==> config.mk <==
export PLATFORM = sky130hd
export DESIGN_NAME = gnss_fe_top
export DESIGN_NICKNAME = d
export VERILOG_FILES = /design/src/gnss_fe_pkg.sv /design/src/uart_rx.sv /design/src/uart_tx.sv /design/src/spi_master.sv /design/src/fe_cmd_ctrl.sv /design/src/reply_sender.sv /design/src/gnss_fe_top.sv
export SDC_FILE = /design/constraint.sdc
export NUM_CORES = 1
export LEC_CHECK = 0
export ABC_AREA = 1
export BUFFER_PORTS_ARGS = -buffer_cell sky130_fd_sc_hd__clkbuf_2
export CAP_MARGIN = 30
export CORE_ASPECT_RATIO = 1.1
export CORE_MARGIN = 2
export CORE_UTILIZATION = 45
export DETAILED_ROUTE_END_ITERATION = 8
export PLACE_DENSITY = 0.7
export SLEW_MARGIN = 5
export SYNTH_ARGS = -nofsm -noshare
export SYNTH_HDL_FRONTEND = slang
export SYNTH_SLANG_ARGS = --single-unit
==> constraint.sdc <==
create_clock -name CLK_200 -period 2.7 [get_ports CLK_200]
set_input_delay 0.27 -clock CLK_200 [delete_from_list [all_inputs] [get_ports CLK_200]]
set_output_delay 0.27 -clock CLK_200 [all_outputs]
set_load 0.01 [all_outputs]
==> src/gnss_fe_pkg.sv <==
package gnss_fe_pkg;

  // ==============================
  // Timing
  // ==============================
  localparam int UART_CLKS_PER_BIT = 16;  // Real 115200 baud build uses 1736
  localparam int UART_CNT_W        = $clog2(UART_CLKS_PER_BIT + 1);
  localparam logic [UART_CNT_W-1:0] UART_BIT_LAST = UART_CNT_W'(UART_CLKS_PER_BIT - 1);
  localparam logic [UART_CNT_W-1:0] UART_BIT_MID  = UART_CNT_W'(UART_CLKS_PER_BIT / 2 - 1);

  localparam int SPI_HALF_PERIOD = 4;  // CLK_200 cycles per SPI half period
  localparam int SPI_CNT_W       = $clog2(SPI_HALF_PERIOD + 1);
  localparam logic [SPI_CNT_W-1:0] SPI_HALF_LAST = SPI_CNT_W'(SPI_HALF_PERIOD - 1);

  // ==============================
  // Command set
  // ==============================
  localparam logic [7:0] CMD_VERSION = 8'h11;
  localparam logic [7:0] CMD_SPI     = 8'h55;
  localparam logic [7:0] SUB_SPI_WR  = 8'h01;
  localparam logic [7:0] SUB_SPI_RD  = 8'h02;
  localparam logic [7:0] REPLY_HDR   = 8'hAA;  // First byte of SPI acknowledge

  localparam int VERSION_LEN = 12;
  localparam logic [0:VERSION_LEN-1][7:0] version_str = "NT1065_us_v5";  // Index 0 is 'N'

  localparam logic [15:0] CRC_INIT = 16'hFFFF;

  // ==============================
  // Types
  // ==============================
  typedef struct packed {
    logic       is_read;  // Frame MSB
    logic [6:0] addr;
    logic [7:0] wdata;    // Zero on reads
  } spi_cmd_t;

  typedef enum logic {
    REPLY_VERSION = 1'b0,
    REPLY_SPI_ACK = 1'b1
  } reply_kind_t;

  // CRC-16/CCITT-FALSE byte update with poly 0x1021
  function automatic logic [15:0] crc16_update(input logic [15:0] crc,
                                               input logic [7:0]  data);
    logic [15:0] x;
    x = {8'h00, crc[15:8] ^ data};
    x = x ^ (x >> 4);
    return (crc << 8) ^ (x << 12) ^ (x << 5) ^ x;
  endfunction

endpackage

==> src/uart_rx.sv <==
`timescale 1ns/1ps

module uart_rx (
  input  logic       CLK_200,
  input  logic       glbl_rst,
  input  logic       rx_line,
  output logic [7:0] rx_byte,
  output logic       rx_valid
);

  typedef enum logic [1:0] {RX_IDLE, RX_START, RX_DATA, RX_STOP} rx_state_t;

  rx_state_t                          state;
  logic [1:0]                         sync_q;    // Line synchronizer
  logic                               rx_s;
  logic [gnss_fe_pkg::UART_CNT_W-1:0] baud_cnt;
  logic [2:0]                         bit_cnt;
  logic [7:0]                         shreg;

  assign rx_s    = sync_q[1];
  assign rx_byte = shreg;

  always_ff @(posedge CLK_200)
  begin
    if (glbl_rst)
    begin
      sync_q   <= 2'b11;  // Idle line level
      state    <= RX_IDLE;
      baud_cnt <= '0;
      bit_cnt  <= '0;
      rx_valid <= 1'b0;
    end
    else
    begin
      sync_q   <= {sync_q[0], rx_line};
      rx_valid <= 1'b0;
      case (state)
        RX_IDLE:
        begin
          baud_cnt <= '0;
          if (!rx_s)
            state <= RX_START;  // Falling edge seen
        end
        RX_START:
        begin
          if (baud_cnt == gnss_fe_pkg::UART_BIT_MID)
          begin
            baud_cnt <= '0;
            bit_cnt  <= '0;
            state    <= rx_s ? RX_IDLE : RX_DATA;  // Reject short glitches
          end
          else
            baud_cnt <= baud_cnt + 1'b1;
        end
        RX_DATA:
        begin
          if (baud_cnt == gnss_fe_pkg::UART_BIT_LAST)
          begin
            baud_cnt <= '0;
            shreg    <= {rx_s, shreg[7:1]};  // LSB arrives first
            bit_cnt  <= bit_cnt + 1'b1;
            if (bit_cnt == 3'd7)
              state <= RX_STOP;
          end
          else
            baud_cnt <= baud_cnt + 1'b1;
        end
        default:
        begin
          if (baud_cnt == gnss_fe_pkg::UART_BIT_LAST)
          begin
            rx_valid <= rx_s;  // Framing error drops the byte
            state    <= RX_IDLE;
          end
          else
            baud_cnt <= baud_cnt + 1'b1;
        end
      endcase
    end
  end

endmodule

==> src/uart_tx.sv <==
`timescale 1ns/1ps

module uart_tx (
  input  logic       CLK_200,
  input  logic       glbl_rst,
  input  logic [7:0] tx_byte,
  input  logic       tx_start,
  output logic       tx_line,
  output logic       tx_busy
);

  logic [9:0]                         shreg;     // Stop, data, start
  logic [gnss_fe_pkg::UART_CNT_W-1:0] baud_cnt;
  logic [3:0]                         bit_cnt;

  assign tx_line = shreg[0];

  always_ff @(posedge CLK_200)
  begin
    if (glbl_rst)
    begin
      shreg    <= '1;  // Line idles high
      baud_cnt <= '0;
      bit_cnt  <= '0;
      tx_busy  <= 1'b0;
    end
    else if (!tx_busy)
    begin
      baud_cnt <= '0;
      bit_cnt  <= '0;
      if (tx_start)
      begin
        shreg   <= {1'b1, tx_byte, 1'b0};
        tx_busy <= 1'b1;
      end
    end
    else if (baud_cnt == gnss_fe_pkg::UART_BIT_LAST)
    begin
      baud_cnt <= '0;
      shreg    <= {1'b1, shreg[9:1]};  // Ones fill behind the stop bit
      if (bit_cnt == 4'd9)
        tx_busy <= 1'b0;  // Stop bit done
      else
        bit_cnt <= bit_cnt + 1'b1;
    end
    else
      baud_cnt <= baud_cnt + 1'b1;
  end

endmodule

==> src/spi_master.sv <==
`timescale 1ns/1ps

module spi_master (
  input  logic                  CLK_200,
  input  logic                  glbl_rst,
  input  gnss_fe_pkg::spi_cmd_t spi_cmd,
  input  logic                  spi_start,
  input  logic                  spi_miso,
  output logic [7:0]            spi_rdata,
  output logic                  spi_busy,
  output logic                  spi_done,
  output logic                  spi_ss,
  output logic                  spi_clk,
  output logic                  spi_mosi
);

  logic [15:0]                       tx_sh;
  logic [7:0]                        rx_sh;     // Keeps the last 8 MISO bits
  logic [gnss_fe_pkg::SPI_CNT_W-1:0] half_cnt;
  logic [5:0]                        edge_cnt;  // 32 clock edges per frame
  logic                              ending;

  always_ff @(posedge CLK_200)
  begin
    if (glbl_rst)
    begin
      spi_busy <= 1'b0;
      spi_done <= 1'b0;
      spi_ss   <= 1'b1;
      spi_clk  <= 1'b0;
      spi_mosi <= 1'b0;
      half_cnt <= '0;
      edge_cnt <= '0;
      ending   <= 1'b0;
    end
    else
    begin
      spi_done <= 1'b0;
      if (!spi_busy)
      begin
        if (spi_start)
        begin
          tx_sh    <= spi_cmd;
          spi_mosi <= spi_cmd.is_read;  // First bit ready before first rise
          spi_ss   <= 1'b0;
          spi_busy <= 1'b1;
          half_cnt <= '0;
          edge_cnt <= '0;
          ending   <= 1'b0;
        end
      end
      else if (ending)
      begin
        spi_ss    <= 1'b1;
        spi_busy  <= 1'b0;
        spi_done  <= 1'b1;
        spi_mosi  <= 1'b0;
        spi_rdata <= rx_sh;
        ending    <= 1'b0;
      end
      else if (half_cnt == gnss_fe_pkg::SPI_HALF_LAST)
      begin
        half_cnt <= '0;
        spi_clk  <= ~spi_clk;
        edge_cnt <= edge_cnt + 1'b1;
        if (!spi_clk)
          rx_sh <= {rx_sh[6:0], spi_miso};  // Rising edge
        else
        begin
          tx_sh    <= {tx_sh[14:0], 1'b0};  // Falling edge
          spi_mosi <= tx_sh[14];
          if (edge_cnt == 6'd31)
            ending <= 1'b1;
        end
      end
      else
        half_cnt <= half_cnt + 1'b1;
    end
  end

endmodule

==> src/fe_cmd_ctrl.sv <==
`timescale 1ns/1ps

module fe_cmd_ctrl (
  input  logic                     CLK_200,
  input  logic                     glbl_rst,
  input  logic [7:0]               rx_byte,
  input  logic                     rx_valid,
  input  logic                     spi_busy,
  input  logic                     spi_done,
  input  logic [7:0]               spi_rdata,
  input  logic                     reply_busy,
  output gnss_fe_pkg::spi_cmd_t    spi_cmd,
  output logic                     spi_start,
  output logic                     reply_start,
  output gnss_fe_pkg::reply_kind_t reply_kind,
  output logic [7:0]               reply_data,
  output logic                     crc_err
);

  typedef enum logic [3:0] {
    ST_IDLE,
    ST_SUB,
    ST_ADDR,
    ST_DATA,
    ST_CRC_H,
    ST_CRC_L,
    ST_CMP,
    ST_SPI_WAIT,
    ST_REPLY_WAIT
  } ctrl_state_t;

  ctrl_state_t state;
  logic [15:0] crc_run;    // CRC over bytes seen so far
  logic [15:0] crc_rx;     // CRC sent by the host
  logic        busy_seen;  // Reply has actually started

  // ==============================
  // Main FSM
  // ==============================
  always_ff @(posedge CLK_200)
  begin
    if (glbl_rst)
    begin
      state       <= ST_IDLE;
      spi_start   <= 1'b0;
      reply_start <= 1'b0;
      crc_err     <= 1'b0;
      busy_seen   <= 1'b0;
    end
    else
    begin
      spi_start   <= 1'b0;
      reply_start <= 1'b0;
      case (state)
        ST_IDLE:
        begin
          busy_seen <= 1'b0;
          if (rx_valid)
          begin
            if (rx_byte == gnss_fe_pkg::CMD_VERSION)
            begin
              reply_kind  <= gnss_fe_pkg::REPLY_VERSION;
              reply_start <= 1'b1;
              state       <= ST_REPLY_WAIT;
            end
            else if (rx_byte == gnss_fe_pkg::CMD_SPI)
            begin
              crc_run <= gnss_fe_pkg::crc16_update(gnss_fe_pkg::CRC_INIT,
                                                   gnss_fe_pkg::CMD_SPI);
              state   <= ST_SUB;
            end
          end
        end
        ST_SUB:
        begin
          if (rx_valid)
          begin
            crc_run       <= gnss_fe_pkg::crc16_update(crc_run, rx_byte);
            spi_cmd.wdata <= 8'h00;  // Stays zero for reads
            case (rx_byte)
              gnss_fe_pkg::SUB_SPI_WR:
              begin
                spi_cmd.is_read <= 1'b0;
                state           <= ST_ADDR;
              end
              gnss_fe_pkg::SUB_SPI_RD:
              begin
                spi_cmd.is_read <= 1'b1;
                state           <= ST_ADDR;
              end
              default:
                state <= ST_IDLE;  // Unknown sub-command
            endcase
          end
        end
        ST_ADDR:
        begin
          if (rx_valid)
          begin
            spi_cmd.addr <= rx_byte[6:0];
            crc_run      <= gnss_fe_pkg::crc16_update(crc_run, rx_byte);
            state        <= spi_cmd.is_read ? ST_CRC_H : ST_DATA;
          end
        end
        ST_DATA:
        begin
          if (rx_valid)
          begin
            spi_cmd.wdata <= rx_byte;
            crc_run       <= gnss_fe_pkg::crc16_update(crc_run, rx_byte);
            state         <= ST_CRC_H;
          end
        end
        ST_CRC_H:
        begin
          if (rx_valid)
          begin
            crc_rx[15:8] <= rx_byte;
            state        <= ST_CRC_L;
          end
        end
        ST_CRC_L:
        begin
          if (rx_valid)
          begin
            crc_rx[7:0] <= rx_byte;
            state       <= ST_CMP;
          end
        end
        ST_CMP:
        begin
          if (crc_run != crc_rx)
          begin
            crc_err <= 1'b1;  // No frame, no reply
            state   <= ST_IDLE;
          end
          else if (!spi_busy)
          begin
            crc_err   <= 1'b0;
            spi_start <= 1'b1;
            state     <= ST_SPI_WAIT;
          end
        end
        ST_SPI_WAIT:
        begin
          if (spi_done)
          begin
            reply_data  <= spi_rdata;
            reply_kind  <= gnss_fe_pkg::REPLY_SPI_ACK;
            reply_start <= 1'b1;
            state       <= ST_REPLY_WAIT;
          end
        end
        ST_REPLY_WAIT:
        begin
          if (reply_busy)
            busy_seen <= 1'b1;
          else if (busy_seen)
            state <= ST_IDLE;  // Last stop bit sent
        end
        default:
          state <= ST_IDLE;
      endcase
    end
  end

endmodule

==> src/reply_sender.sv <==
`timescale 1ns/1ps

module reply_sender (
  input  logic                     CLK_200,
  input  logic                     glbl_rst,
  input  logic                     reply_start,
  input  gnss_fe_pkg::reply_kind_t reply_kind,
  input  logic [7:0]               reply_data,
  input  logic                     tx_busy,
  output logic                     reply_busy,
  output logic [7:0]               tx_byte,
  output logic                     tx_start
);

  typedef enum logic [1:0] {PH_ISSUE, PH_ARM, PH_WAIT} tx_phase_t;

  tx_phase_t                phase;
  gnss_fe_pkg::reply_kind_t kind_q;
  logic [7:0]               data_q;
  logic [3:0]               idx;      // Byte being sent
  logic [3:0]               len;
  logic [15:0]              ack_crc;

  assign ack_crc = gnss_fe_pkg::crc16_update(
                     gnss_fe_pkg::crc16_update(gnss_fe_pkg::CRC_INIT, gnss_fe_pkg::REPLY_HDR),
                     data_q);

  // Byte select
  always_comb
  begin
    if (kind_q == gnss_fe_pkg::REPLY_VERSION)
      tx_byte = gnss_fe_pkg::version_str[idx];
    else
    begin
      case (idx[1:0])
        2'd0:    tx_byte = gnss_fe_pkg::REPLY_HDR;
        2'd1:    tx_byte = data_q;
        2'd2:    tx_byte = ack_crc[15:8];
        default: tx_byte = ack_crc[7:0];
      endcase
    end
  end

  always_ff @(posedge CLK_200)
  begin
    if (glbl_rst)
    begin
      reply_busy <= 1'b0;
      tx_start   <= 1'b0;
      phase      <= PH_ISSUE;
      idx        <= '0;
    end
    else
    begin
      tx_start <= 1'b0;
      if (!reply_busy)
      begin
        if (reply_start)
        begin
          kind_q     <= reply_kind;
          data_q     <= reply_data;
          len        <= (reply_kind == gnss_fe_pkg::REPLY_VERSION) ?
                        4'(gnss_fe_pkg::VERSION_LEN) : 4'd4;
          idx        <= '0;
          phase      <= PH_ISSUE;
          reply_busy <= 1'b1;
        end
      end
      else
      begin
        case (phase)
          PH_ISSUE:
          begin
            if (!tx_busy)
            begin
              tx_start <= 1'b1;
              phase    <= PH_ARM;
            end
          end
          PH_ARM:
            phase <= PH_WAIT;  // tx_busy rises here
          default:
          begin
            if (!tx_busy)
            begin
              if (idx == len - 4'd1)
                reply_busy <= 1'b0;
              else
                idx <= idx + 1'b1;
              phase <= PH_ISSUE;
            end
          end
        endcase
      end
    end
  end

endmodule

==> src/gnss_fe_top.sv <==
`timescale 1ns/1ps

module gnss_fe_top (
  input  logic CLK_200,
  input  logic glbl_rst,
  input  logic uart_rx_line,
  input  logic spi_miso,
  output logic uart_tx_line,
  output logic spi_ss,
  output logic spi_clk,
  output logic spi_mosi,
  output logic crc_err
);

  logic [7:0]               rx_byte;
  logic                     rx_valid;
  gnss_fe_pkg::spi_cmd_t    spi_cmd;
  logic                     spi_start;
  logic                     spi_busy;
  logic                     spi_done;
  logic [7:0]               spi_rdata;
  logic                     reply_start;
  gnss_fe_pkg::reply_kind_t reply_kind;
  logic [7:0]               reply_data;
  logic                     reply_busy;
  logic [7:0]               tx_byte;
  logic                     tx_start;
  logic                     tx_busy;

  // ==============================
  // Host UART
  // ==============================
  uart_rx u_uart_rx (
    .CLK_200  (CLK_200),
    .glbl_rst (glbl_rst),
    .rx_line  (uart_rx_line),
    .rx_byte  (rx_byte),
    .rx_valid (rx_valid)
  );

  uart_tx u_uart_tx (
    .CLK_200  (CLK_200),
    .glbl_rst (glbl_rst),
    .tx_byte  (tx_byte),
    .tx_start (tx_start),
    .tx_line  (uart_tx_line),
    .tx_busy  (tx_busy)
  );

  // ==============================
  // Control and SPI
  // ==============================
  fe_cmd_ctrl u_ctrl (
    .CLK_200     (CLK_200),
    .glbl_rst    (glbl_rst),
    .rx_byte     (rx_byte),
    .rx_valid    (rx_valid),
    .spi_busy    (spi_busy),
    .spi_done    (spi_done),
    .spi_rdata   (spi_rdata),
    .reply_busy  (reply_busy),
    .spi_cmd     (spi_cmd),
    .spi_start   (spi_start),
    .reply_start (reply_start),
    .reply_kind  (reply_kind),
    .reply_data  (reply_data),
    .crc_err     (crc_err)
  );

  spi_master u_spi (
    .CLK_200   (CLK_200),
    .glbl_rst  (glbl_rst),
    .spi_cmd   (spi_cmd),
    .spi_start (spi_start),
    .spi_miso  (spi_miso),
    .spi_rdata (spi_rdata),
    .spi_busy  (spi_busy),
    .spi_done  (spi_done),
    .spi_ss    (spi_ss),
    .spi_clk   (spi_clk),
    .spi_mosi  (spi_mosi)
  );

  reply_sender u_reply (
    .CLK_200     (CLK_200),
    .glbl_rst    (glbl_rst),
    .reply_start (reply_start),
    .reply_kind  (reply_kind),
    .reply_data  (reply_data),
    .tx_busy     (tx_busy),
    .reply_busy  (reply_busy),
    .tx_byte     (tx_byte),
    .tx_start    (tx_start)
  );

endmodule

# Yosys cells after proc, flatten, opt, wreduce, memory -nomap -nowiden
# Memories as Yosys holds them, arrays and structs flattened.
# Index checks and enable logic that the tools add are counted.
# totals
ff_bits	173
romBits	128
memories	1
# classes
n_addsub	8
order_cmp	1
eq_ne	60
n_mux	110
bitwise	21
reduce_logical	50
# memory_table
memory	depth	word_bits	read_ports	rd_clocked_by_memory_dff	wr	line	source
(no name shown)	16	8	1	0	0	reply_sender.sv:32	tx_byte = gnss_fe_pkg::version_str[idx];
# ops
cell	count
$xor 16x16->16	5
$mux 4	19
$mux 15	5
$mux 16	4
$mux 8	5
$mux 1	37
$ne 2x2->1 const B	18
$pmux 4 s9	1
$reduce_and 3->1	12
$pmux 16 s2	1
$mux 10	3
$mux 6	4
$pmux 8 s3	1
$mux 2	11
$mux 3	7
$reduce_and 5->1	4
$ne 2x1->1 const B	9
$reduce_bool 2->1	9
$eq 4x3->1 const B	4
$ne 16x16->1	1
$pmux 8 s2	1
$xor 8x4->8	2
$mux 5	3
$ne 3x3->1 const B	5
other kinds (43)	79

# Logic depth before layout (Yosys ltp)
# depth
depth_word	9
depth_mapped	13

# Hierarchy
# From an unflattened synthesis, not the netlist that was laid out.
# unflattened
hier_cells	907
hier_area_um2	8094.0
# modules_own_cells
mod	n_inst	cells_per_inst	area_per_inst_um2	seq_area_each_um2
fe_cmd_ctrl	1	307	3025.4	1871.8
spi_master	1	189	1875.5	1231.2
reply_sender	1	177	1272.5	460.4
uart_rx	1	114	1037.2	500.5
uart_tx	1	120	883.3	380.4

# Worst setup path before layout
# No wires, ideal clock.
# synth_path
path_kind	register to register
startpoint	register u_spi.spi_busy
endpoint	register u_spi.tx_sh[0] (enable)
setup_ns	0.411
arrival_time_ns	1.978
setup_slack_ns	0.311
stages_incl_launch_ff	7
n_path_buf	0
period_less_slack_ns	2.389
path_cell_list	dfxtp_1 -> inv_2 -> nor2_8 -> nand2_2 -> nand2_2 -> inv_2 -> a211oi_1
# synth_via
elab_chain_cells	2
# synth_rtl
element	line	source
start, declared	spi_master.sv:10	output logic spi_busy,
start signal, assigned	spi_master.sv:27	spi_busy <= 1'b0;
start signal, assigned	spi_master.sv:46	spi_busy <= 1'b1;
start signal, assigned	spi_master.sv:55	spi_busy <= 1'b0;
$ne 2x2->1 (no line) / $reduce_bool 2->1 (equally long branches)	n/a	
$reduce_and 5->1 (no line) (*)	n/a	
end signal, assigned	spi_master.sv:43	tx_sh <= spi_cmd;
end signal, assigned	spi_master.sv:70	tx_sh <= {tx_sh[14:0], 1'b0};
end, declared	spi_master.sv:17	logic [15:0] tx_sh;
# Every way passes the cells marked *; elsewhere a longest branch is shown, timed or not.
# A chain may end at the register's enable or synchronous reset.

# Worst setup path in the final report
# layout_path
startpoint	register u_uart_rx.baud_cnt[0] in the netlist's numbering
endpoint	register u_uart_rx.baud_cnt[1] in the netlist's numbering
# layout_via
elab_chain_cells	3
# layout_rtl
element	line	source
start, declared	uart_rx.sv:16	logic [gnss_fe_pkg::UART_CNT_W-1:0] baud_cnt;
start signal, assigned	uart_rx.sv:53	baud_cnt <= baud_cnt + 1'b1;
start signal, assigned	uart_rx.sv:66	baud_cnt <= baud_cnt + 1'b1;
start signal, assigned	uart_rx.sv:76	baud_cnt <= baud_cnt + 1'b1;
$add 5x1->5, or another cell as far along	uart_rx.sv:53, uart_rx.sv:66, uart_rx.sv:76	
$mux 5 (on tied branches)	uart_rx.sv:70, uart_rx.sv:57, uart_rx.sv:46	
$pmux 5 s3	uart_rx.sv:37	case (state)
# Parallel ways exist; a longest one is shown, timed or not. The select of a mux whose other input is x is not followed.

==> results.json <==
{
  "outcome": "completed",
  "hpwlAfterDp_um": 9560,
  "switching_share": 0.202,
  "placement.io_buffers": 8,
  "p_int_mw": 4.12,
  "groute.usage.overall": 0.165,
  "num_vias": 5325,
  "crit-reg2reg-capture": "u_uart_rx.baud_cnt[1]",
  "achievable-frequency_mhz": 526,
  "postSynthCellCount": 824,
  "combinationalPowerShare": 0.021,
  "cts-buffers-inserted": 17,
  "grt-ovfl-total": 0,
  "via_count_of_the_first_global_routing_pass": 5111,
  "ys_seq_area_frac": 0.582,
  "fraction_of_layout_cells_with_a_size_suffix_above_1": 0.0807,
  "post_synthesis_net_count": 852,
  "min_path_type": "in -> reg",
  "synthMostInstantiatedCell": "nand2_1",
  "holdWs_ns": 0.0314,
  "power_density_nw_per_um2": 607,
  "total_power_mw": 5.16,
  "worstSetupStartpointType": "register",
  "ant_nets": 0,
  "synth.cell_area_sq_um": 7640,
  "peakVddDrop_v": 0.000358,
  "synth.cells.most_frequent": "190 x nand2_1, 106 x edfxtp_1, 96 x nor2_1",
  "yosys_register_bits": 169,
  "number_of_enable_flip_flop_cells_after_synthesis": 106,
  "grt_antenna_before_repair": 0,
  "setup_viol_count_final": 0,
  "via_per_inst": 5.03,
  "timing.setup.tns_ns": 0,
  "area_growth_pct": 11.2,
  "core.rowCount": 49,
  "worst_setup_path_end_kind": "register",
  "final_nets": 870,
  "criticalPathCategory": "reg -> reg",
  "drv.max_cap_violation_count": 0,
  "drc": 0,
  "antenna_cells": 0,
  "grt_start_max_net_pins": 23,
  "wire_length_reported_by_the_detailed_router_um": 13900,
  "post-cts-setup-buffer-count": 0,
  "syn_avg_cell_area_sq_um": 9.27,
  "layout_min_cycle_time_ns": 1.90,
  "ys.warnings.count": 0,
  "clkSinkCount": 169,
  "avgRoutedWirePerCell_um": 13.1,
  "min-delay-start": "uart_rx_line",
  "share_of_the_synthesized_area_in_the_top_cell_type": 0.417,
  "synth.largest_area_cell": "edfxtp_1",
  "post_cts_resize_count": 0,
  "core-area_sq_um": 16500,
  "timing.final.hold_violations": 0,
  "cts_tree": "done",
  "ios": 9,
  "synth-main-ff-cell": "edfxtp_1",
  "hold-path-endpoint": "u_uart_rx.sync_q[0]",
  "cts.reportedPaths.clkPinSlew_ns": 0.06,
  "grt_setup_unrepaired": "false",
  "floorplan.initialDensity": 0.463,
  "ys_async_sr_fraction": 0,
  "ys_top_cells_by_area": "edfxtp_1 42%, dfxtp_1 17%, nand2_1 9.3%, nor2_1 4.7%, inv_1 4.6%",
  "ys_types": 40,
  "netSwitchingPower_mw": 1.04,
  "critical_path_peak_fanout": 7,
  "rr_startpoint": "u_uart_rx.baud_cnt[0]",
  "worst_pin_slew_ns": 0.726,
  "required_ns": 3.04,
  "postLayoutCoreUtil": 0.515,
  "clock_insertion_delay_worst_skew_ns": 0.42,
  "post-route-period-util": 0.704,
  "seq_power_share": 0.530,
  "grt_first_pass_wirelength_um": 23700,
  "p_leak_nw": 3.37,
  "dieArea_sq_um": 18000,
  "depth_of_the_worst_hold_timing_path": 2,
  "power.clock.fraction": 0.449,
  "hold_buf_cts": 0,
  "drtIter0Drc": 402,
  "die_y_um": 141,
  "fillCellCount": 1431,
  "htreeDepth": 4,
  "timing_max_transition_violations_final": 0,
  "timing.slew.headroom": 0.514,
  "die_width_um": 128,
  "timing.clock.skew_ns": 0.00572,
  "reg2regPathDepth": 8,
  "rrSetupSlack_ns": 0.80,
  "globalplace.congestion": 0.869,
  "cp_data_arrival_time_ns": 2.24,
  "cts_buffer_depth": 2,
  "drt_pass1_iterations": 5,
  "root_buffer": "clkbuf_16"
}
## per-stage QoR
step | setup slack [ns] | instances | area (sq um)
after detailed placement | 0.809 | 1027 | 7940
after global placement | 0.854 | 1027 | 7940
after CTS | 0.791 | 1059 | 8500
after global routing | 0.577 | 1059 | 8500
final | 0.800 | 1059 | 8500
after floorplan | 0.311 | 824 | 7640
## cells by family after synthesis
kind of cell	Yosys count	synth area share
compound gates	106	0.0797
fa+ha+maj	24	0.0393
buf+inv	124	0.0612
flops	169	0.582
xor+xnor	27	0.0309
simple gates	374	0.207
## layout by cell type (no fill, tap or decap), types with 3 or more instances in the layout
master	instances
buf_4	8
xnor2_1	16
inv_2	12
nor2_1	96
clkbuf_16	17
clkbuf_1	3
a211oi_1	6
edfxtp_1	106
o211ai_1	10
nand4_1	7
clkinv_4	4
a21oi_1	42
nand3_1	47
o21ai_0	33
nor3_1	14
clkinv_1	3
or2_2	4
dfxtp_1	63
ha_1	24
nor3b_1	3
o21ai_1	3
clkbuf_2	8
inv_1	94
xor2_1	11
nand2_1	190
## worst max-delay path by stage
stage	startpoint	to	slack, ns	depth (start not counted)
global placement	u_uart_rx.baud_cnt[0]	u_uart_rx.baud_cnt[1]	0.85	8
finish	u_uart_rx.baud_cnt[0]	u_uart_rx.baud_cnt[1]	0.80	8
CTS	u_uart_rx.baud_cnt[0]	u_uart_rx.baud_cnt[1]	0.79	8
global route	u_uart_rx.baud_cnt[0]	u_uart_rx.baud_cnt[1]	0.58	8
floorplan	u_spi.spi_busy	u_spi.tx_sh[0]	0.31	6
detailed placement	u_uart_rx.baud_cnt[0]	u_uart_rx.baud_cnt[1]	0.81	8
## layer usage
layer  GRT usage  routed length [um]  up-vias
li1            -                   -     2750
met1       0.212                6600     2441
met2       0.274                6510      107
met3      0.0361                 473       27
met4      0.0607                 269        0
met5           0                   0        -
## flip-flops by register name (all words and copies together), names as in the netlist, 3 cells and up
| signal | count |
|---|---|
| u_ctrl.reply_data | 8 |
| u_spi.tx_sh | 15 |
| u_uart_tx.bit_cnt | 4 |
| u_spi.rx_sh | 8 |
| u_ctrl.state | 4 |
| u_uart_rx.baud_cnt | 5 |
| u_uart_tx.baud_cnt | 5 |
| u_reply.data_q | 8 |
| u_spi.half_cnt | 3 |
| u_ctrl.crc_rx | 16 |
| u_uart_rx.bit_cnt | 3 |
| u_uart_tx.shreg | 9 |
| u_spi.spi_rdata | 8 |
| u_ctrl.crc_run | 16 |
| u_ctrl.spi_cmd | 16 |
| u_reply.idx | 4 |
| u_uart_rx.rx_byte | 8 |
| u_spi.edge_cnt | 6 |
## final cells by class
| class | count | area [sq um] | area share |
|---|---|---|---|
| repair buffers | 16 | 100 | 0.0118 |
| multi-input cells | 531 | 2730 | 0.322 |
| inverters | 107 | 402 | 0.0473 |
| well taps | 204 | 255 | 0.0300 |
| clock inverters | 12 | 128 | 0.0150 |
| flip-flops and latches | 169 | 4440 | 0.523 |
| clock buffers | 20 | 437 | 0.0514 |
## power groups by stage
stage / clock (mW) / combinational (mW) / sequential (mW)
2_1_floorplan: 0 / 0.0844 / 2.79
3_3_place_gp: 0 / 0.105 / 2.79
3_5_place_dp: 0 / 0.106 / 2.79
4_1_cts: 2.36 / 0.106 / 2.74
5_1_grt: 2.47 / 0.125 / 2.74
6_report: 2.32 / 0.106 / 2.74
## critical path, cell delays in order (launching register included)
cell and delay, ns:
dfxtp_1 0.37, ha_1 0.18, nand2_1 0.09, nor2_1 0.14
ha_1 0.23, nand3_1 0.25, inv_1 0.20, o21ai_0 0.16
nor3_1 0.18
No activity file was read; power rests on OpenSTA's default activity.
